**src/include/lsu_config.svh**
```systemverilog
`ifndef LSU_CONFIG_SVH
`define LSU_CONFIG_SVH

// first byte of the sram window
`define LSU_MEM_BASE 32'h8000_0000

// depth in 32-bit words
`define LSU_MEM_WORDS 256

`define LSU_ADDR_W 32

`endif

```
**src/hw/lsu_pkg.sv**
```systemverilog
`default_nettype none

`include "lsu_config.svh"

package lsu_pkg;

    typedef enum logic [3:0] {
        OP_NONE,
        OP_LB,
        OP_LBU,
        OP_LH,
        OP_LHU,
        OP_LW,
        OP_SB,
        OP_SH,
        OP_SW
    } lsu_op_e;

    typedef enum logic [1:0] {CTRL_IDLE, CTRL_LOAD, CTRL_STORE, CTRL_OUT} ctrl_state_e;
    typedef enum logic [1:0] {RD_IDLE, RD_ADDR, RD_DATA} rd_state_e;
    typedef enum logic [1:0] {WR_IDLE, WR_REQ, WR_RESP} wr_state_e;

    typedef struct packed {
        lsu_op_e                op;
        logic [`LSU_ADDR_W-1:0] addr;
        logic [31:0]            wdata;
        logic [4:0]             rd;
        logic                   gpr_we;
    } lsu_req_t;

    typedef struct packed {
        logic [31:0] result;
        logic [4:0]  rd;
        logic        gpr_we;
        logic        fault;
    } lsu_wb_t;

    typedef struct packed {
        lsu_op_e                op;
        logic [`LSU_ADDR_W-1:0] addr;
        logic [31:0]            wdata;
    } mem_cmd_t;

    typedef struct packed {
        logic [31:0] data;
        logic        fault;
    } mem_rsp_t;

    typedef struct packed {
        logic [`LSU_ADDR_W-1:0] addr;
        logic [2:0]             size;
    } axi_ar_t;

    typedef axi_ar_t axi_aw_t; // same fields as ar

    typedef struct packed {
        logic [31:0] data;
        logic [3:0]  strb;
    } axi_w_t;

    typedef struct packed {
        logic [31:0] data;
        logic [1:0]  resp;
    } axi_r_t;

    typedef struct packed {
        logic [1:0] resp;
    } axi_b_t;

    function automatic logic is_load(input lsu_op_e op);
        return op inside {OP_LB, OP_LBU, OP_LH, OP_LHU, OP_LW};
    endfunction

    function automatic logic is_store(input lsu_op_e op);
        return op inside {OP_SB, OP_SH, OP_SW};
    endfunction

    // log2 of the access width in bytes
    function automatic logic [2:0] axi_size(input lsu_op_e op);
        case (op)
            OP_LB, OP_LBU, OP_SB: return 3'd0;
            OP_LH, OP_LHU, OP_SH: return 3'd1;
            default:              return 3'd2;
        endcase
    endfunction

endpackage

`default_nettype wire

```
**src/hw/lsu_wr_engine.sv**
```systemverilog
`timescale 1ns/1ns
`default_nettype none

module lsu_wr_engine (
    input  wire                    clk,
    input  wire                    rst,
    input  wire                    start,
    input  wire lsu_pkg::mem_cmd_t cmd,
    output logic                   done,
    output lsu_pkg::mem_rsp_t      rsp,
    output logic                   awvalid,
    input  wire                    awready,
    output lsu_pkg::axi_aw_t       aw,
    output logic                   wvalid,
    input  wire                    wready,
    output lsu_pkg::axi_w_t        w,
    input  wire                    bvalid,
    output logic                   bready,
    input  wire lsu_pkg::axi_b_t   b
);
    lsu_pkg::wr_state_e state;
    logic [3:0]         strb_base;
    logic               aw_ok;
    logic               w_ok;

    always_comb begin
        case (cmd.op)
            lsu_pkg::OP_SB: strb_base = 4'b0001;
            lsu_pkg::OP_SH: strb_base = 4'b0011;
            lsu_pkg::OP_SW: strb_base = 4'b1111;
            default:        strb_base = 4'b0000;
        endcase
    end

    // channel finished already or finishing now
    assign aw_ok = ~awvalid | awready;
    assign w_ok  = ~wvalid | wready;

    always_ff @(posedge clk or posedge rst) begin
        if (rst) begin
            state   <= lsu_pkg::WR_IDLE;
            awvalid <= 1'b0;
            wvalid  <= 1'b0;
            bready  <= 1'b0;
            done    <= 1'b0;
        end else begin
            done <= 1'b0;
            case (state)
                lsu_pkg::WR_IDLE: begin
                    if (start) begin
                        awvalid <= 1'b1;
                        wvalid  <= 1'b1;
                        state   <= lsu_pkg::WR_REQ;
                    end
                end
                lsu_pkg::WR_REQ: begin
                    if (awready) awvalid <= 1'b0;
                    if (wready) wvalid <= 1'b0;
                    if (aw_ok && w_ok) begin
                        bready <= 1'b1;
                        state  <= lsu_pkg::WR_RESP;
                    end
                end
                lsu_pkg::WR_RESP: begin
                    if (bvalid) begin
                        bready <= 1'b0;
                        done   <= 1'b1;
                        state  <= lsu_pkg::WR_IDLE;
                    end
                end
                default: state <= lsu_pkg::WR_IDLE;
            endcase
        end
    end

    always_ff @(posedge clk) begin
        if (start && state == lsu_pkg::WR_IDLE) begin
            aw.addr <= cmd.addr;
            aw.size <= lsu_pkg::axi_size(cmd.op);
            w.data  <= cmd.wdata << {cmd.addr[1:0], 3'b000};
            w.strb  <= strb_base << cmd.addr[1:0];
        end
        if (bvalid && bready) begin
            rsp.data  <= '0;
            rsp.fault <= (b.resp != 2'b00);
        end
    end

endmodule

`default_nettype wire

```
**config.mk**
```make
export PLATFORM = sky130hd
export DESIGN_NAME = lsu_wr_engine
export DESIGN_NICKNAME = d
export VERILOG_FILES = /design/src/hw/lsu_pkg.sv /design/src/hw/lsu_wr_engine.sv
export VERILOG_INCLUDE_DIRS = /design/src /design/src/include
export SDC_FILE = /design/constraint.sdc
export NUM_CORES = 1
export LEC_CHECK = 0
export BUFFER_PORTS_ARGS = -buffer_cell sky130_fd_sc_hd__buf_2
export CAP_MARGIN = 40
export CORE_UTILIZATION = 40
export CTS_BUF_LIST = sky130_fd_sc_hd__clkbuf_2
export CTS_CLUSTER_DIAMETER = 50
export DETAILED_ROUTE_END_ITERATION = 8
export GPL_ROUTABILITY_DRIVEN = 0
export GPL_TIMING_DRIVEN = 0
export PLACE_DENSITY = 0.76
export SKIP_CTS_REPAIR_TIMING = 1
export SYNTH_ARGS = -nofsm -noshare
export SYNTH_HDL_FRONTEND = slang
export SYNTH_SLANG_ARGS = --single-unit
export TNS_END_PERCENT = 30
```
**constraint.sdc**
```tcl
create_clock -name clk -period 4.4 [get_ports clk]
set_input_delay 0.88 -clock clk [delete_from_list [all_inputs] [get_ports clk]]
set_output_delay 0.88 -clock clk [all_outputs]
set_load 0.05 [all_outputs]
```
Yosys cells after proc, flatten, opt, wreduce, memory -nomap -nowiden
Index checks and enable logic that the tools add are counted.

Add/sub/neg operators: 0. Multiply operators: 0. Divide/modulo/power cells: 0. $lt $le $gt $ge: 0. Equal/unequal tests: 14. Shift-type cells: 2. Mux-type cells: 16. Bitwise gates (word level): 4. Reductions and logical operators: 13.

Operators by type and width (count): << shifter 32 x 5 -> 32 bit (1); == test 4 x 3 -> 1 bit (second input constant) (3); case mux 4 bit (3 select lines) (1); AND reduction 3 bit (4); != test 2 bit (second input constant) (5); == test 4 x 2 -> 1 bit (second input constant) (2); two-way mux 1 bit (7); two-way mux 2 bit (3); case mux 1 bit (2 select lines) (3); case mux 2 bit (3 select lines) (1); nonzero test 2 bit (3); OR reduction 3 bit (2); == test 4 x 1 -> 1 bit (second input constant) (1); == test 4 bit (second input constant) (1); case mux 2 bit (2 select lines) (1); << shifter 4 x 2 -> 4 bit (1); logical AND 1 bit (3); == test 2 x 1 -> 1 bit (second input constant) (1); == test 2 bit (second input constant) (1); zero test 2 bit (1); NOT 1 bit (2); OR 1 bit (2).

Bits in registers: 78. Bits in latches: 0. Memory bits (writable): 0. Memory bits (read-only): 0. Bits of input ports: 76. Logic and storage cells: 59. Memories kept: 0.

Longest topological paths before layout
Depth after elaboration: 5. Mapped depth: 4. Gate-level depth less buffers: 3.

Least setup slack after synthesis
Ideal clock, no wire load.

Kind: in2reg. Start point: input start. End point: register aw[0] (netlist name), enable pin. Setup time: 507 ps. Arrival time: 4185 ps. Slack: -292 ps. Stages: 2. Path buffers: 0. Cell sequence: nor2b_1 -> nor2b_1.

Longest elaborated chain between the ends: 1.

Ends and longest elaborated chain: from (decl) (RTL line lsu_wr_engine.sv:7) `input wire start,`; logical AND 1 bit (RTL line lsu_wr_engine.sv:77) `if (start && state == lsu_pkg::WR_IDLE) begin`; to (decl) (RTL line lsu_wr_engine.sv:13) `output lsu_pkg::axi_aw_t aw,`.

Every way passes these cells. A chain may end at the register's enable or synchronous reset.

Worst setup path in the final report
Start point: register awvalid. End point: output awvalid.

RTL lines: from (decl) (RTL line lsu_wr_engine.sv:11) `output logic awvalid,`; from (signal assigned) (RTL line lsu_wr_engine.sv:42) `awvalid <= 1'b0;`; from (signal assigned) (RTL line lsu_wr_engine.sv:51) `awvalid <= 1'b1;`; from (signal assigned) (RTL line lsu_wr_engine.sv:57) `if (awready) awvalid <= 1'b0;`.

No word-level cell between the ends.

==> out/qor.csv <==
metric;value;unit
status;finished, final reports clean;
fin_crit;2.085;ns
p_leak;0.002062;uW
die_x;92.98;um
antenna_found_initial;0;
post-route-util;57.24;%
startpoint_type;flop;
wl_per_cell;14.86;um
core;0.007848;mm^2
grt_use_total;18.39;%
syn_to_final_growth;35.68;%
critPathSlowestCell;dfrtp_1;
async_reset_ff_share;7.792;%
syn_inst;236;
initial_core_util;42.19;%
drv_slew;0;
gr-total-overflow;0;
setup_tns;0;ns
avgViaCountPerCell;4.502;
finalCritPeriodShare;47.39;%
synth_flop_cell;edfxtp_1;
cts_buffer_depth;2;
final_cell_mix;154 x buf_2, 71 x edfxtp_1, 34 x buf_4, 33 x conb_1, 16 x mux2i_1;
cts_root_buf;clkbuf_2;
clk_latency;0.51;ns
drt-pass1-iter-count;4;
fin_skew;0.05239;ns
synth_area;0.003311;mm^2
cp.required;3.52;ns
reg2reg_slack;2.48;ns
hold_path.class;in -> async;
grt_pass1_vias;2313;
antenna_cells;0;
cts_tree;built;
cp-end-kind;output pin;
postRouteAntennaNets;0;
dp.cells;522;
io_pins;184;
hold_viol;0;
hpwl;5.871;mm
cpLargestDelayFamily;flip-flops;
fmax;479.6;MHz
route.final.wire_length;7.993;mm
vias;2422;
vdd_drop_max;200.5;uV
hold_ws;0.2568;ns
cp_cell_sequence;buf_2;
critical_path_class;reg -> out;
ys_types;31;
numCtsBuffers;9;
grt_setup_unrepaired;false;
max_stage_delay;0.44;ns
io_buffers;150;
layout-drive-gt1-share;49.31;%
critPathArrivalTime;1.21;ns
synth_edf_count;71;
stdcell_count;538;
num_rows;32;
drt_iter0_markers;58;
ys_seq_area_share;68.93;%
clk_pin_slew;0.23;ns
drc;0;
synth-seq-cells;77;
drv_cap;0;
layout_commonest_cell;buf_2;
max_slew.worst_pin.slew;0.6453;ns
die-area;0.008644;mm^2
syn_area_per_cell;14.03;um^2
clkSinkCount;77;
crit_fanout;4;
fp.dieH;92.98;um
grt_max_degree;35;
cp_num_buf_inv;1;
nNetsFinal;507;
grt_pass1_wl;11.70;mm
slew_headroom;56.82;%
htree_levels;3;
p_per_area;540.9;mW/mm^2
setup_violations;0;
ys_warn_count;0;
==> per-stage QoR <==
| stage | instance area (um^2) | power [uW] | setup WS, ns |
|---|---|---|---|
| floorplan | 3433 | 1794 | 1.041 |
| finish | 4492 | 2430 | 2.315 |
| global placement | 4312 | 2001 | 0.2653 |
| detailed placement | 4364 | 2046 | 1.993 |
| CTS | 4492 | 2449 | 2.263 |
| global route | 4492 | 2532 | 2.202 |
==> where the power goes <==
| group | leakage [uW] | total (uW) | switching (uW) | internal [uW] |
|---|---|---|---|---|
| Combinational | 0.00125 | 977 | 764 | 213 |
| Sequential | 0.000738 | 1050 | 47.3 | 998 |
| Clock | 0.0000763 | 407 | 266 | 141 |
==> metal layers <==
layer	global-route usage (%)	part of all wire, %	up-vias
li1	-	-	1168
met1	21.63	40	1109
met2	32.78	50	134
met3	4.878	8.8	11
met4	5.513	1.8	0
met5	0	0	-
==> final cells by class <==
| type | instances | area (um^2) |
|---|---|---|
| plain buffers | 43 | 324.1 |
| clock buffers | 9 | 45.04 |
| clock inverters | 7 | 82.58 |
| fillers | 696 | 3356 |
| inverters | 6 | 22.52 |
| multi-input cells | 142 | 809.5 |
| flip-flops and latches | 77 | 2282 |
| well taps | 102 | 127.6 |
| repair buffers | 152 | 798.3 |
==> registers in the layout, summed over array words and instances, names as in the netlist <==
| register | cells |
|---|---|
| w | 36 |
| aw | 34 |
| state | 2 |
| awvalid | 1 |
| bready | 1 |
| done | 1 |
| rsp | 1 |
| wvalid | 1 |
==> worst paths after layout <==
kind                            startpoint       end  cells after the start
worst max-delay path               awvalid   awvalid                      1
worst min-delay path                   rst  state[1]                      2
worst max register to register    state[1]     w[28]                      3
worst min register to register      bready    bready                      2
max in group asynchronous              rst  state[0]                      2
min in group clk                   cmd[40]    aw[11]                      1
==> synth_stat cells, types with 4 or more instances <==
master,count,area (um^2)
and2_1,9,56.30
a21oi_1,11,55.05
dfrtp_1,6,150.1
a211oi_1,7,52.55
nor2b_1,11,68.82
buf_2,4,20.02
buf_4,34,255.2
o21ai_0,13,65.06
inv_1,6,22.52
nand2_1,12,45.04
edfxtp_1,71,2132
mux2i_1,16,160.2
buf_6,4,45.04
nor2_1,13,48.80
==> logic make-up after synthesis <==
logic type,after synthesis,share of synthesized area (%)
mux,16,4.837
other cells,1,0.1133
simple gates,53,8.126
buf+inv,49,10.47
xor+xnor,1,0.2646
flops,77,68.93
compound gates,39,7.256
No activity file was read; power rests on OpenSTA's default activity.
