## config.mk

```make
export PLATFORM = sky130hd
export DESIGN_NAME = lsu_ctrl
export DESIGN_NICKNAME = d
export VERILOG_FILES = /design/src/hw/lsu_pkg.sv /design/src/hw/lsu_ctrl.sv
export VERILOG_INCLUDE_DIRS = /design/src /design/src/include
export SDC_FILE = /design/constraint.sdc
export NUM_CORES = 1
export LEC_CHECK = 0
export ABC_AREA = 1
export ABC_CLOCK_PERIOD_IN_PS = 4300
export BUFFER_PORTS_ARGS = -buffer_cell sky130_fd_sc_hd__clkbuf_2
export CAP_MARGIN = 10
export CORE_AREA = 8 8 121 123
export DETAILED_ROUTE_END_ITERATION = 7
export DIE_AREA = 0 0 129 131
export PLACE_DENSITY = 0.76
export RECOVER_POWER = 100
export SKIP_LAST_GASP = 1
export SYNTH_ARGS = -nofsm -noshare
export SYNTH_HDL_FRONTEND = slang
export SYNTH_SLANG_ARGS = --single-unit
export TNS_END_PERCENT = 20
```

## constraint.sdc

```tcl
create_clock -name clk -period 4.3 [get_ports clk]
set_input_delay 0.86 -clock clk [delete_from_list [all_inputs] [get_ports clk]]
set_output_delay 0.86 -clock clk [all_outputs]
set_load 0.05 [all_outputs]
```

## src/include/lsu_config.svh

```systemverilog
`ifndef LSU_CONFIG_SVH
`define LSU_CONFIG_SVH

// first byte of the sram window
`define LSU_MEM_BASE 32'h8000_0000

// depth in 32-bit words
`define LSU_MEM_WORDS 256

`define LSU_ADDR_W 32

`endif

```

## src/hw/lsu_pkg.sv

```systemverilog
`default_nettype none

`include "lsu_config.svh"

package lsu_pkg;

    typedef enum logic [3:0] {
        OP_NONE,
        OP_LB,
        OP_LBU,
        OP_LH,
        OP_LHU,
        OP_LW,
        OP_SB,
        OP_SH,
        OP_SW
    } lsu_op_e;

    typedef enum logic [1:0] {CTRL_IDLE, CTRL_LOAD, CTRL_STORE, CTRL_OUT} ctrl_state_e;
    typedef enum logic [1:0] {RD_IDLE, RD_ADDR, RD_DATA} rd_state_e;
    typedef enum logic [1:0] {WR_IDLE, WR_REQ, WR_RESP} wr_state_e;

    typedef struct packed {
        lsu_op_e                op;
        logic [`LSU_ADDR_W-1:0] addr;
        logic [31:0]            wdata;
        logic [4:0]             rd;
        logic                   gpr_we;
    } lsu_req_t;

    typedef struct packed {
        logic [31:0] result;
        logic [4:0]  rd;
        logic        gpr_we;
        logic        fault;
    } lsu_wb_t;

    typedef struct packed {
        lsu_op_e                op;
        logic [`LSU_ADDR_W-1:0] addr;
        logic [31:0]            wdata;
    } mem_cmd_t;

    typedef struct packed {
        logic [31:0] data;
        logic        fault;
    } mem_rsp_t;

    typedef struct packed {
        logic [`LSU_ADDR_W-1:0] addr;
        logic [2:0]             size;
    } axi_ar_t;

    typedef axi_ar_t axi_aw_t; // same fields as ar

    typedef struct packed {
        logic [31:0] data;
        logic [3:0]  strb;
    } axi_w_t;

    typedef struct packed {
        logic [31:0] data;
        logic [1:0]  resp;
    } axi_r_t;

    typedef struct packed {
        logic [1:0] resp;
    } axi_b_t;

    function automatic logic is_load(input lsu_op_e op);
        return op inside {OP_LB, OP_LBU, OP_LH, OP_LHU, OP_LW};
    endfunction

    function automatic logic is_store(input lsu_op_e op);
        return op inside {OP_SB, OP_SH, OP_SW};
    endfunction

    // log2 of the access width in bytes
    function automatic logic [2:0] axi_size(input lsu_op_e op);
        case (op)
            OP_LB, OP_LBU, OP_SB: return 3'd0;
            OP_LH, OP_LHU, OP_SH: return 3'd1;
            default:              return 3'd2;
        endcase
    endfunction

endpackage

`default_nettype wire

```

## src/hw/lsu_ctrl.sv

```systemverilog
`timescale 1ns/1ns
`default_nettype none

module lsu_ctrl (
    input  wire                clk,
    input  wire                rst,
    input  wire                in_valid,
    output logic               in_ready,
    input  wire lsu_pkg::lsu_req_t in_req,
    output logic               out_valid,
    input  wire                out_ready,
    output lsu_pkg::lsu_wb_t   out_wb,
    output logic               rd_start,
    output lsu_pkg::mem_cmd_t  rd_cmd,
    input  wire                rd_done,
    input  wire lsu_pkg::mem_rsp_t rd_rsp,
    output logic               wr_start,
    output lsu_pkg::mem_cmd_t  wr_cmd,
    input  wire                wr_done,
    input  wire lsu_pkg::mem_rsp_t wr_rsp
);
    lsu_pkg::ctrl_state_e state;
    lsu_pkg::lsu_req_t    req_q;
    lsu_pkg::mem_cmd_t    cmd_q;
    logic                 accept;
    logic                 in_load;
    logic                 in_store;
    logic                 in_misal;

    assign in_ready  = (state == lsu_pkg::CTRL_IDLE);
    assign out_valid = (state == lsu_pkg::CTRL_OUT);
    assign accept    = in_valid & in_ready;

    assign in_load  = lsu_pkg::is_load(in_req.op);
    assign in_store = lsu_pkg::is_store(in_req.op);

    always_comb begin
        case (in_req.op)
            lsu_pkg::OP_LH, lsu_pkg::OP_LHU, lsu_pkg::OP_SH: in_misal = in_req.addr[0];
            lsu_pkg::OP_LW, lsu_pkg::OP_SW:                  in_misal = |in_req.addr[1:0];
            default:                                         in_misal = 1'b0;
        endcase
    end

    // both engines see the same saved request
    assign cmd_q.op    = req_q.op;
    assign cmd_q.addr  = req_q.addr;
    assign cmd_q.wdata = req_q.wdata;
    assign rd_cmd      = cmd_q;
    assign wr_cmd      = cmd_q;

    always_ff @(posedge clk or posedge rst) begin
        if (rst) begin
            state    <= lsu_pkg::CTRL_IDLE;
            rd_start <= 1'b0;
            wr_start <= 1'b0;
        end else begin
            rd_start <= 1'b0;
            wr_start <= 1'b0;
            case (state)
                lsu_pkg::CTRL_IDLE: begin
                    if (accept) begin
                        if (in_misal || !(in_load || in_store)) begin
                            state <= lsu_pkg::CTRL_OUT; // no bus traffic
                        end else if (in_load) begin
                            state    <= lsu_pkg::CTRL_LOAD;
                            rd_start <= 1'b1;
                        end else begin
                            state    <= lsu_pkg::CTRL_STORE;
                            wr_start <= 1'b1;
                        end
                    end
                end
                lsu_pkg::CTRL_LOAD: begin
                    if (rd_done) state <= lsu_pkg::CTRL_OUT;
                end
                lsu_pkg::CTRL_STORE: begin
                    if (wr_done) state <= lsu_pkg::CTRL_OUT;
                end
                lsu_pkg::CTRL_OUT: begin
                    if (out_ready) state <= lsu_pkg::CTRL_IDLE;
                end
                default: state <= lsu_pkg::CTRL_IDLE;
            endcase
        end
    end

    always_ff @(posedge clk) begin
        if (accept) begin
            req_q         <= in_req;
            out_wb.rd     <= in_req.rd;
            out_wb.result <= in_misal ? '0 : in_req.addr; // pass-through result
            out_wb.gpr_we <= in_req.gpr_we & ~in_misal;
            out_wb.fault  <= in_misal;
        end
        if (rd_done && state == lsu_pkg::CTRL_LOAD) begin
            out_wb.result <= rd_rsp.fault ? '0 : rd_rsp.data;
            out_wb.gpr_we <= req_q.gpr_we & ~rd_rsp.fault;
            out_wb.fault  <= rd_rsp.fault;
        end
        if (wr_done && state == lsu_pkg::CTRL_STORE) begin
            out_wb.result <= '0;
            out_wb.gpr_we <= 1'b0; // stores never write a gpr
            out_wb.fault  <= wr_rsp.fault;
        end
    end

endmodule

`default_nettype wire

```

* Word level (Yosys, flattened, before mapping)
Cells that the tools add are included.
Cells by class: equal/unequal tests 15, mux-type cells 22, bitwise gates (word level) 5, reductions and logical operators 14
Operators with widths (count):
- 32-bit 2-to-1 mux | 3
- 39-bit 2-to-1 mux | 1
- 4-bit by 3-bit equality test with 1-bit output, second input constant | 4
- 2-bit 2-to-1 mux | 7
- 1-bit 2-to-1 mux | 9
- 4-bit by 2-bit equality test with 1-bit output, second input constant | 2
- 2-bit one-hot mux with 4 select lines | 1
- 3-bit nonzero test | 2
- 5-bit nonzero test | 1
- 2-bit equality test, second input constant | 2
- 4-bit by 1-bit equality test with 1-bit output, second input constant | 1
- 4-bit equality test, second input constant | 1
- 2-bit by 1-bit inequality test with 1-bit output, second input constant | 2
- 2-bit inequality test, second input constant | 2
- 4-bit AND reduction | 1
- 2-bit OR reduction | 2
- 1-bit bitwise AND | 3
- 3-bit OR reduction | 1
- 2-bit by 1-bit equality test with 1-bit output, second input constant | 1
- 1-bit logical AND | 2
- 2-bit logical NOT | 1
- 1-bit logical OR | 2
- 1-bit NOT | 2
- 1-bit one-hot mux with 2 select lines | 1
- 2 further kinds | 2
Storage, ports and cells: flip-flop bits (word level) 112, bits of input ports 146, output and inout port bits 179, logic and storage cells 67

* Longest topological paths before layout
depth in word-level cells 8, mapped depth 8, depth with buffers taken out 8

* Least setup slack after synthesis
Ideal clock, no wire load.
path kind register to register, start point register state[0], end point register out_wb[2] in the netlist's numbering (enable), library setup time 428 ps, arrival 2714 ps, required time 3872 ps, setup slack 1158 ps, cell stages (with the launch flop) 5, buffers on the path 0, period minus slack after synthesis 3142 ps, path through dfrtp_1 > inv_1 > ha_1 > nand2_2 > inv_1
On the way: cells in the longest elaborated chain, start to end 2
RTL lines:
- start, declared | RTL line lsu_ctrl.sv:22 | lsu_pkg::ctrl_state_e state;
- start signal, assigned | RTL line lsu_ctrl.sv:54 | state <= lsu_pkg::CTRL_IDLE;
- start signal, assigned | RTL line lsu_ctrl.sv:64 | state <= lsu_pkg::CTRL_OUT;
- start signal, assigned | RTL line lsu_ctrl.sv:66 | state <= lsu_pkg::CTRL_LOAD;
- 2-bit logical NOT | RTL line lsu_ctrl.sv:30 | assign in_ready = (state == lsu_pkg::CTRL_IDLE);
- via in_ready | RTL line lsu_ctrl.sv:8 | output logic in_ready,
- 1-bit bitwise AND | RTL line lsu_ctrl.sv:32 | assign accept = in_valid & in_ready;
- via accept | RTL line lsu_ctrl.sv:25 | logic accept;
- end, declared | RTL line lsu_ctrl.sv:12 | output lsu_pkg::lsu_wb_t out_wb,
The timed path passes the listed nets, and every way through them passes these cells. A chain may end at the register's enable or synchronous reset.

* Worst setup path after layout
start point register state[0], end point register req_q (netlist bit rd_cmd[27]) (enable)
On the way: cells in the longest elaborated chain, start to end 2
RTL lines:
- 2-bit logical NOT | RTL line lsu_ctrl.sv:30
- 1-bit bitwise AND | RTL line lsu_ctrl.sv:32
- via accept | RTL line lsu_ctrl.sv:25
- end signal, assigned | RTL line lsu_ctrl.sv:90 | req_q <= in_req;
- end, declared | RTL line lsu_ctrl.sv:23 | lsu_pkg::lsu_req_t req_q;
The timed path passes the listed nets, and every way through them passes these cells.

==> impl_metrics.csv <==
group,metric,value,unit
synthesis,syn_avg_cell_area,11.2,µm²
hold_path,hp-class,"input pin to async pin",
clock_tree,clk_latency,340,ps
global_routing,grt_pass1_wl,20.4,mm
detailed_routing,drt-total-wl,14.7,mm
power,ir_worst_vdd,407,µV
synthesis,yosys_warnings,0,
sta,setup_slack,1570,ps
critical_path,crit_buf_inv,3,
flow_run,maxCapViolations,0,
detailed_routing,vias_per_cell,4.73,
layout,area_growth_syn_to_layout,11.1,%
die,die_area,16900,µm²
layout,layout_common_cells,"clkbuf_1, clkbuf_2, edfxtp_1",
clock_tree,htreeDepth,3,
die,die_y,131,µm
clock_tree,ctsHoldBuffers,0,
synthesis,synth_compound_area_share,10.6,%
detailed_routing,ant_nets,0,
synthesis,yosysTopAreaCell,"edfxtp_1",
sta,finalMaxSlewViolations,0,
die,die_w,129,µm
placement,place_ws,1810,ps
critical_path,cp_common_cell,"inv_1",
synthesis,synth.yosys.seq_area_share,57.6,%
detailed_routing,drc,0,
synthesis,netlist.area_leader.share,43.0,%
placement,gp_congestion,0.775,
clock_tree,cts_tree,"yes",
detailed_routing,avgRoutedWirePerCell,18.4,µm
sta,skew,3.88,ps
die,coreArea,12900,µm²
critical_path,worst_ep_arrival_time,2760,ps
run_status,status,"finished clean",
synthesis,synth_fa_ha_area_share,0.956,%
critical_path,crit_type,"register to register",
detailed_routing,num_vias,3763,
synthesis,synth_cell_types,24,
layout,utilization,45.2,%
critical_path,cpPeakStageDelay,1030,ps
sta,rsz0062_at_grt,"false",
power,power_density,781,nW/µm²
detailed_routing,drt_first_pass_iters,4,
critical_path,cp_max_fo,42,
critical_path,endpoint_kind,"register",
synthesis,yosys.area_share.xor_xnor,0,%
placement,hpwlAfterDp,11.1,mm
sta,post-route-period-util,63.5,%
clock_tree,tritoncts.num_buffers,9,
critical_path,path_cells,"inv_1 -> ha_1 -> nand2_1 -> inv_1 -> buf_12",
global_routing,grt.total_usage,16.0,%
synthesis,synthSimpleGateAreaFrac,7.22,%
power,power.leakage,2.18,nW
critical_path,slowest_stage,"inv_1",
global_routing,grt-ovfl-total,0,
synthesis,syn_nets,616,
global_routing,antenna_found_initial,0,
layout,drive_gt1_share,17.7,%
layout,final_common_cell,"clkbuf_1",
synthesis,syn-cell-area,5240,µm²
sta,hold_ws,363,ps
sta,worst_pin_slew,1370,ps
die,initial_utilization,40.7,%
clock_tree,post-cts-setup-buffer-count,0,
sta,max_freq,366,MHz
synthesis,synth.area.top_cells,"edfxtp_1, buf_4, dfxtp_1, a21oi_1, nand4_1",
clock_tree,clockRootBuffer,"clkbuf_16",
sta,timing.final.crit_period,2730,ps
critical_path,crit_required,4330,ps
power,power,4.54,mW
sta,maxSlewHeadroom,8.52,%
synthesis,ys_ff_latch,112,
clock_tree,cts.sinks,112,
global_routing,grt_pass1_vias,3774,
global_routing,grt_max_degree,43,
clock_tree,cts_buffer_depth,2,
sta,tns,0,ps
clock_tree,clk_pin_slew,70,ps
critical_path,critPathLaunchType,"register",
die,ios,325,
critical_path,cp_top_family,"buffers and inverters",
layout,antennaDiodeCount,0,
placement,port_buffers,292,
clock_tree,cts_resized,0,
layout,num-nets-final,765,
synthesis,yosys-mux-area-fraction,0,%
sta,finalHoldViolCount,0,
sta,finalSetupViolCount,0,
detailed_routing,drt_iter0_markers,205,
synthesis,syn_inst,466,
synthesis,synth_top_family_by_area,"buffers and inverters",
die,rows,42,
## final cells by class
| cell class | count | area [µm²] |
|---|---|---|
| Multi-Input combinational cell | 183 | 978 |
| Tap cell | 176 | 220 |
| Timing Repair Buffer | 295 | 1240 |
| Clock buffer | 10 | 239 |
| Clock inverter | 6 | 75.1 |
| Fill cell | 1327 | 7060 |
| Inverter | 14 | 52.6 |
| Sequential cell | 112 | 3010 |
## path summary, 6_finish.rpt
path	from	end	slack, ps	depth (start not counted)
max	state[0]	rd_cmd[27]	1570	5
min in group clk	out_wb[35]	out_wb[35]	530	2
max in group asynchronous	rst	state[1]	3800	2
max reg2reg	state[0]	rd_cmd[27]	1570	5
min	rst	state[0]	360	2
min reg2reg	out_wb[35]	out_wb[35]	530	2
## logic make-up (layout without fill, tap and decap cells)
group                      after synthesis  after routing
adders and majority gates                4              4
DFF                                    112            112
buffers and inverters                  171            325
and+or+nand+nor                         72             72
AOI/OAI and AO/OA                      107            107
## power by group
group	leakage [nW]	switching [mW]	internal, mW
Sequential	1.01	0.127	1.45
Clock	0.151	0.379	0.476
Combinational	1.02	1.74	0.378
## state kept, by name (all words and copies together) (netlist names)
name / count
out_wb: 39
rd_cmd: 68
rd_start: 1
req_q: 1
state: 2
wr_start: 1
## synth_stat cells (all sizes together)
master,count
o21ai,35
or2,1
nand4,32
nand2,22
ha,4
a21oi,69
nor2,13
dfxtp,33
a22o,1
o21a,2
inv,14
edfxtp,75
nand3,4
dfrtp,4
buf,151
clkbuf,6
## per-stage QoR
| stage | instance area (µm²) | cells |
|---|---|---|
| global placement | 5770 | 780 |
| detailed placement | 5770 | 780 |
| finish | 5820 | 796 |
| floorplan | 5240 | 466 |
| global route | 5820 | 796 |
| CTS | 6080 | 796 |
## metal layers
metal  track usage (%)  up-vias  share of wire (%)
li1                  -     1799                  -
met1              16.9     1751                 38
met2              28.6      198                 51
met3              6.45       15                9.5
met4              4.98        0                1.4
met5                 0        -                  0
Note: power is estimated with default switching activity, not from simulation.
