## src/include/lsu_config.svh

```systemverilog
`ifndef LSU_CONFIG_SVH
`define LSU_CONFIG_SVH

// first byte of the sram window
`define LSU_MEM_BASE 32'h8000_0000

// depth in 32-bit words
`define LSU_MEM_WORDS 256

`define LSU_ADDR_W 32

`endif

```

## src/hw/lsu_pkg.sv

```systemverilog
`default_nettype none

`include "lsu_config.svh"

package lsu_pkg;

    typedef enum logic [3:0] {
        OP_NONE,
        OP_LB,
        OP_LBU,
        OP_LH,
        OP_LHU,
        OP_LW,
        OP_SB,
        OP_SH,
        OP_SW
    } lsu_op_e;

    typedef enum logic [1:0] {CTRL_IDLE, CTRL_LOAD, CTRL_STORE, CTRL_OUT} ctrl_state_e;
    typedef enum logic [1:0] {RD_IDLE, RD_ADDR, RD_DATA} rd_state_e;
    typedef enum logic [1:0] {WR_IDLE, WR_REQ, WR_RESP} wr_state_e;

    typedef struct packed {
        lsu_op_e                op;
        logic [`LSU_ADDR_W-1:0] addr;
        logic [31:0]            wdata;
        logic [4:0]             rd;
        logic                   gpr_we;
    } lsu_req_t;

    typedef struct packed {
        logic [31:0] result;
        logic [4:0]  rd;
        logic        gpr_we;
        logic        fault;
    } lsu_wb_t;

    typedef struct packed {
        lsu_op_e                op;
        logic [`LSU_ADDR_W-1:0] addr;
        logic [31:0]            wdata;
    } mem_cmd_t;

    typedef struct packed {
        logic [31:0] data;
        logic        fault;
    } mem_rsp_t;

    typedef struct packed {
        logic [`LSU_ADDR_W-1:0] addr;
        logic [2:0]             size;
    } axi_ar_t;

    typedef axi_ar_t axi_aw_t; // same fields as ar

    typedef struct packed {
        logic [31:0] data;
        logic [3:0]  strb;
    } axi_w_t;

    typedef struct packed {
        logic [31:0] data;
        logic [1:0]  resp;
    } axi_r_t;

    typedef struct packed {
        logic [1:0] resp;
    } axi_b_t;

    function automatic logic is_load(input lsu_op_e op);
        return op inside {OP_LB, OP_LBU, OP_LH, OP_LHU, OP_LW};
    endfunction

    function automatic logic is_store(input lsu_op_e op);
        return op inside {OP_SB, OP_SH, OP_SW};
    endfunction

    // log2 of the access width in bytes
    function automatic logic [2:0] axi_size(input lsu_op_e op);
        case (op)
            OP_LB, OP_LBU, OP_SB: return 3'd0;
            OP_LH, OP_LHU, OP_SH: return 3'd1;
            default:              return 3'd2;
        endcase
    endfunction

endpackage

`default_nettype wire

```

## src/hw/lsu_rd_engine.sv

```systemverilog
`timescale 1ns/1ns
`default_nettype none

module lsu_rd_engine (
    input  wire                    clk,
    input  wire                    rst,
    input  wire                    start,
    input  wire lsu_pkg::mem_cmd_t cmd,
    output logic                   done,
    output lsu_pkg::mem_rsp_t      rsp,
    output logic                   arvalid,
    input  wire                    arready,
    output lsu_pkg::axi_ar_t       ar,
    input  wire                    rvalid,
    output logic                   rready,
    input  wire lsu_pkg::axi_r_t   r
);
    lsu_pkg::rd_state_e state;
    lsu_pkg::lsu_op_e   op_q;
    logic [1:0]         off_q;
    logic [31:0]        shifted;
    logic [31:0]        ext;

    assign shifted = r.data >> {off_q, 3'b000};

    always_comb begin
        case (op_q)
            lsu_pkg::OP_LB:  ext = {{24{shifted[7]}}, shifted[7:0]};
            lsu_pkg::OP_LBU: ext = {24'b0, shifted[7:0]};
            lsu_pkg::OP_LH:  ext = {{16{shifted[15]}}, shifted[15:0]};
            lsu_pkg::OP_LHU: ext = {16'b0, shifted[15:0]};
            default:         ext = shifted;
        endcase
    end

    always_ff @(posedge clk or posedge rst) begin
        if (rst) begin
            state   <= lsu_pkg::RD_IDLE;
            arvalid <= 1'b0;
            rready  <= 1'b0;
            done    <= 1'b0;
        end else begin
            done <= 1'b0;
            case (state)
                lsu_pkg::RD_IDLE: begin
                    if (start) begin
                        arvalid <= 1'b1;
                        state   <= lsu_pkg::RD_ADDR;
                    end
                end
                lsu_pkg::RD_ADDR: begin
                    if (arready) begin
                        arvalid <= 1'b0;
                        rready  <= 1'b1;
                        state   <= lsu_pkg::RD_DATA;
                    end
                end
                lsu_pkg::RD_DATA: begin
                    if (rvalid) begin
                        rready <= 1'b0;
                        done   <= 1'b1;
                        state  <= lsu_pkg::RD_IDLE;
                    end
                end
                default: state <= lsu_pkg::RD_IDLE;
            endcase
        end
    end

    always_ff @(posedge clk) begin
        if (start && state == lsu_pkg::RD_IDLE) begin
            ar.addr <= cmd.addr;
            ar.size <= lsu_pkg::axi_size(cmd.op);
            op_q    <= cmd.op;
            off_q   <= cmd.addr[1:0];
        end
        if (rvalid && rready) begin
            rsp.data  <= ext;
            rsp.fault <= (r.resp != 2'b00); // slverr or decerr
        end
    end

endmodule

`default_nettype wire

```

## config.mk

```make
export PLATFORM = sky130hd
export DESIGN_NAME = lsu_rd_engine
export DESIGN_NICKNAME = d
export VERILOG_FILES = /design/src/hw/lsu_pkg.sv /design/src/hw/lsu_rd_engine.sv
export VERILOG_INCLUDE_DIRS = /design/src /design/src/include
export SDC_FILE = /design/constraint.sdc
export NUM_CORES = 1
export LEC_CHECK = 0
export BUFFER_PORTS_ARGS = -buffer_cell sky130_fd_sc_hd__buf_2
export CAP_MARGIN = 10
export CORE_ASPECT_RATIO = 1.5
export CORE_MARGIN = 4
export CORE_UTILIZATION = 44
export DETAILED_ROUTE_END_ITERATION = 12
export GPL_ROUTABILITY_DRIVEN = 0
export PLACE_DENSITY = 0.8
export SYNTH_ARGS = -nofsm -noshare
export SYNTH_HDL_FRONTEND = slang
export SYNTH_SLANG_ARGS = --single-unit
```

## constraint.sdc

```tcl
create_clock -name clk -period 4.5 [get_ports clk]
set_clock_uncertainty 0.2 [all_clocks]
set_input_delay 0.225 -clock clk [delete_from_list [all_inputs] [get_ports clk]]
set_output_delay 0.225 -clock clk [all_outputs]
set_load 0.005 [all_outputs]
```

# Yosys cells after proc, flatten, opt, wreduce, memory -nomap -nowiden
# Index checks and enable logic that the tools add are counted.
# op_classes
n_shift	1
n_mux	14
n_eq_ne	15
reduce_logical	11
# op_table
cell	count
32-bit case mux with 4 select lines	1
32-bit by 5-bit >> shifter with 32-bit output	1
4-bit by 2-bit == test with 1-bit output (second input constant)	4
4-bit by 3-bit == test with 1-bit output (second input constant)	4
3-bit AND reduction	3
4-bit by 1-bit == test with 1-bit output (second input constant)	2
1-bit 2-to-1 mux	6
2-bit 2-to-1 mux	3
2-bit inequality test (second input constant)	3
2-bit case mux with 3 select lines	1
2-bit nonzero test	3
3-bit OR reduction	2
1-bit case mux with 2 select lines	2
2-bit case mux with 2 select lines	1
2-bit by 1-bit == test with 1-bit output (second input constant)	1
2-bit == test (second input constant)	1
1-bit logical AND	2
2-bit zero test	1
# word_totals
output_inout_bits	71
regBits	79

# Longest topological paths before layout
# logic_depth
ltp_word	3
ltp_mapped	6

# Least setup slack after synthesis
# No wires, ideal clock.
# synth_timing
path_kind	reg2reg
from	reg state[0]
to	reg ar[0] (netlist name) (enable)
stages_incl_launch_ff	3
required_time_ns	3.812
slack_ns	0.454
setup_time_ns	0.488
n_path_buf	1
arrival_time_ns	3.358
path_cell_list	dfrtp_1 -> clkbuf_1 -> nor3b_1
# synth_between
elab_chain_cells	2
# synth_rtl
element	line	rtl
start, declared	lsu_rd_engine.sv:18	lsu_pkg::rd_state_e state;
start signal, assigned	lsu_rd_engine.sv:38	state <= lsu_pkg::RD_IDLE;
start signal, assigned	lsu_rd_engine.sv:48	state <= lsu_pkg::RD_ADDR;
start signal, assigned	lsu_rd_engine.sv:55	state <= lsu_pkg::RD_DATA;
2-bit zero test	lsu_rd_engine.sv:71	if (start && state == lsu_pkg::RD_IDLE) begin
1-bit logical AND	lsu_rd_engine.sv:71	
end, declared	lsu_rd_engine.sv:13	output lsu_pkg::axi_ar_t ar,
# No other way between the ends.
# A chain may end at the register's enable or synchronous reset.

==> flow_summary.rst <==
.. list-table::
   :header-rows: 1

   * - Metric
     - Value
   * - Run status
     - finished clean
   * - Sum of overflow across all layers after global routing
     - 0
   * - Quantity of gates resized following cts
     - 0
   * - Level count of the clock H-tree
     - 3
   * - Data arrival, critical path
     - around 2.4 ns
   * - PD cells
     - ~420 nW/µm²
   * - Share of layout cells above drive strength 1
     - 42.0%
   * - Synthesized Nets
     - around 320
   * - Worst-Skew Late Latency
     - approximately 0.35 ns
   * - Ordered cell list for the critical path
     - mux4_2, nand2_1, o31a_4, o21ai_0
   * - Detailed Route Iter0 Violations
     - between 150 and 200
   * - Min Clock Period, post-route
     - between 2 and 3 ns
   * - Port Buffers
     - 144
   * - Worst reg2reg endpoint
     - rsp[19]$_DFFE_PP_
   * - Die width
     - 77.1 µm
   * - Number of logic stages on the critical path including buffering
     - 4
   * - RSZ-0062 raised after global routing
     - false
   * - Clock Tree Buf Depth
     - 2
   * - Number of flip-flops and latches in the synthesized netlist
     - 76
   * - Static Leak
     - about 2.0 nW
   * - Total number of clock tree sinks
     - 76
   * - Wire length of the first global-routing pass
     - between 10 and 15 mm
   * - End of the critical path
     - rsp[19]$_DFFE_PP_
   * - Synth top area cells
     - sky130_fd_sc_hd__edfxtp_1, sky130_fd_sc_hd__mux2i_1, sky130_fd_sc_hd__dfrtp_1
   * - Measured slew at the worst slew-check pin
     - a little over 0.9 ns
   * - Setup TNS
     - 0 ns
   * - Total die area
     - between 8000 and 9000 µm²
   * - Cell family with most CP delay
     - flip-flops
   * - Number of enable-type register cells in the synthesized netlist
     - between 70 and 80
   * - Sequential share of the synthesized area
     - 71.6%
   * - Total routing usage reported by global routing
     - 20.5%
   * - Cell total after placement
     - about 430
   * - Prevailing post-synth register cell
     - sky130_fd_sc_hd__edfxtp_1
   * - Proportion of netlist area held by the largest area contributor
     - approximately two thirds
   * - Kind of path behind the tightest hold check
     - input pin to register
   * - Worst reg2reg setup slack
     - ~2.0 ns
   * - R2r startpoint
     - ar[4]$_DFFE_PP_
   * - Setup bufs post-CTS
     - 0
   * - Max transition margin
     - between 30% and 40%
   * - Total Wirelength
     - 8.47 mm
   * - Via total after detailed routing
     - about 2500
   * - Depth of the worst register-to-register path
     - 4
   * - Critical path startpoint category
     - register
   * - Number of buffers and inverters on the critical path
     - 0
   * - Detailed Routing Iterations Pass 1
     - 4
   * - Maximum cell stage delay along the critical path
     - ~0.95 ns
   * - Total of max-cap violations
     - 0
   * - Worst Path Required
     - roughly 4.4 ns
   * - Layout area overhead
     - 47.4%
   * - Root buffer cell
     - sky130_fd_sc_hd__clkbuf_8
   * - Nets
     - 516
   * - Antenna violations before repair
     - 2
   * - Peak fanout along the critical path
     - 27
   * - Die height
     - around 110 µm
   * - End-of-flow core utilization
     - roughly two thirds
   * - CP max-delay cell
     - sky130_fd_sc_hd__edfxtp_1
   * - Final hold violation count
     - 0
   * - Detail Placement HPWL
     - ~5.6 mm
   * - Final Power
     - between 1.5 and 2 mW
   * - Maximum frequency from static timing analysis
     - 394 MHz
   * - TritonCTS clock tree
     - built
   * - Setup Crit Path Kind
     - register to register
   * - Post-synth ARST share
     - 6.58%
   * - Max-slew violation total from the final report
     - 0
   * - Reg clk slew, reported paths
     - around 0.08 ns
   * - Unique cell type count in the Yosys netlist
     - 33
   * - Total number of placement rows
     - 37
   * - Most used standard cell by instance count after synthesis
     - sky130_fd_sc_hd__edfxtp_1
   * - Remaining number of nets flagged by the antenna check after routing
     - 0
   * - Placed inst area
     - between 3000 and 4000 µm²
   * - DRC violation count after routing
     - 0
   * - Routed length per instance
     - between 15 and 20 µm
   * - Critical Path Start
     - ar[4]$_DFFE_PP_
   * - Count of final setup violators
     - 0
   * - Area of the mapped netlist
     - about 3200 µm²
   * - Number of antenna diodes
     - 0
   * - Cell Count, Final, Fillers Out
     - ~490
   * - Portion of the clock cycle consumed by the worst path in the final layout
     - ~56%
   * - Area of the core region
     - between 6000 and 7000 µm²
   * - Endpoint kind of the worst setup timing path
     - register
   * - Cell count after synthesis
     - ~210
   * - Layout Cell Area excl Fill
     - around 4600 µm²
   * - Clock buffer count from CTS
     - 9
   * - Number of global-route vias before repair
     - roughly 2700
   * - Number of top-level design ports
     - ~180
   * - Final-layout fill cell count
     - 479
   * - Mean instance size in the synthesized netlist
     - ~15 µm²
   * - Cell taking the most area after synthesis
     - sky130_fd_sc_hd__edfxtp_1
   * - Yosys warning total
     - 0
   * - Synth top cells by count
     - sky130_fd_sc_hd__edfxtp_1, sky130_fd_sc_hd__o21ai_0, sky130_fd_sc_hd__nand2_1, sky130_fd_sc_hd__mux2i_1
   * - Maximum number of pins on one net before global-route repair
     - 39
   * - Ratio of routed vias to standard cells
     - between 5 and 6
   * - Maximum resistive drop on vdd
     - approximately 0.37 mV
   * - Effective utilization at floorplan
     - a little under half
## power breakdown
group / switching, mW / leakage, nW / internal, mW
Sequential: 0.0565 / 0.744 / 0.913
Clock: 0.242 / 0.113 / 0.361
Combinational: 0.190 / 1.13 / 0.178
Total: 0.489 / 1.99 / 1.45
## placed cells by master (no fill, tap or decap), types with 2 or more instances in the layout
cell type	Yosys	routed
sky130_fd_sc_hd__o31ai_1	2	2
sky130_fd_sc_hd__inv_1	7	7
sky130_fd_sc_hd__bufinv_16	0	3
sky130_fd_sc_hd__nor2b_1	2	2
sky130_fd_sc_hd__clkinv_1	0	4
sky130_fd_sc_hd__mux2i_1	15	15
sky130_fd_sc_hd__o2bb2ai_1	8	8
sky130_fd_sc_hd__nor2_1	10	10
sky130_fd_sc_hd__dfrtp_1	5	5
sky130_fd_sc_hd__buf_4	2	3
sky130_fd_sc_hd__clkbuf_8	0	9
sky130_fd_sc_hd__o21ai_1	2	2
sky130_fd_sc_hd__mux2_2	8	8
sky130_fd_sc_hd__buf_2	3	144
sky130_fd_sc_hd__edfxtp_1	71	71
sky130_fd_sc_hd__and2_1	2	2
sky130_fd_sc_hd__a211oi_1	2	2
sky130_fd_sc_hd__o21ai_0	25	25
sky130_fd_sc_hd__dlygate4sd3_1	0	49
sky130_fd_sc_hd__a21oi_1	10	10
sky130_fd_sc_hd__nand2_1	19	19
## kinds of logic (layout without fill, tap and decap cells)
kind of cell,count (synthesis),in the layout,share of synthesized area (%)
AOI/OAI and AO/OA,54,54,11.0
and+or+nand+nor,39,39,5.63
xor gates and xnor gates,1,1,0.278
muxes,24,24,8.33
DFF,76,76,71.6
other,1,1,0.119
buffers and inverters,19,219,3.09
## routing by layer
layer	wire length, µm	part of all wire [%]	vias to the layer above	global-route usage (%)
li1	-	-	1189	-
met1	3050	36	1143	21.7
met4	270	3.2	4	9.26
met2	4160	49	144	34.1
met5	26	0.31	-	0
met3	966	11	24	10.2
## registers in the layout (all words and copies together), names as in the netlist
name,cells
ar,34
arvalid,1
done,1
op_q,4
rready,1
rsp,33
state,2
## metrics by stage
stage	hold WS, ns	worst slack, ns
6_report	0.00554	1.96
5_1_grt	0.00586	1.79
4_1_cts	0.00171	1.96
3_5_place_dp	-0.0596	1.97
3_3_place_gp	-0.0805	2.00
2_1_floorplan	-0.196	0.454
## cell type report
class / instances / area (µm²) / area share [%]
Multi-Input combinational cell: 119 / 805 / 17.3
Timing Repair Buffer: 196 / 1230 / 26.5
Tap cell: 78 / 97.6 / 2.10
Sequential cell: 76 / 2260 / 48.6
Clock inverter: 7 / 105 / 2.26
Clock buffer: 9 / 124 / 2.66
Inverter: 7 / 26.3 / 0.565
## worst register-to-register path, delay by kind of cell (launching register included)
| kind | cells | cell delay [ns] |
|---|---|---|
| simple gates | 1 | 0.11 |
| compound gates | 2 | 0.36 |
| flops | 1 | 0.95 |
| mux | 1 | 0.66 |
## worst min path at each step
| stage | start | to | slack, ns | cells after the start |
|---|---|---|---|---|
| floorplan | rst | arvalid$_DFFE_PP0P_ | -0.20 | 1 |
| global placement | rst | done$_DFF_PP0_ | -0.08 | 2 |
| CTS | arready | arvalid$_DFFE_PP0P_ | 0.002 | 4 |
| finish | arready | rready$_DFFE_PP0P_ | 0.006 | 3 |
| global route | r[26] | rsp[25]$_DFFE_PP_ | 0.006 | 2 |
| detailed placement | rst | done$_DFF_PP0_ | -0.06 | 2 |
## timing repair
action / CTS / global route
endpoints found under the setup margin: 0 / 0
hold buffers: 49 / 0
hold endpoints to repair: 55 / 0
Power figures use the tool's default switching activity.
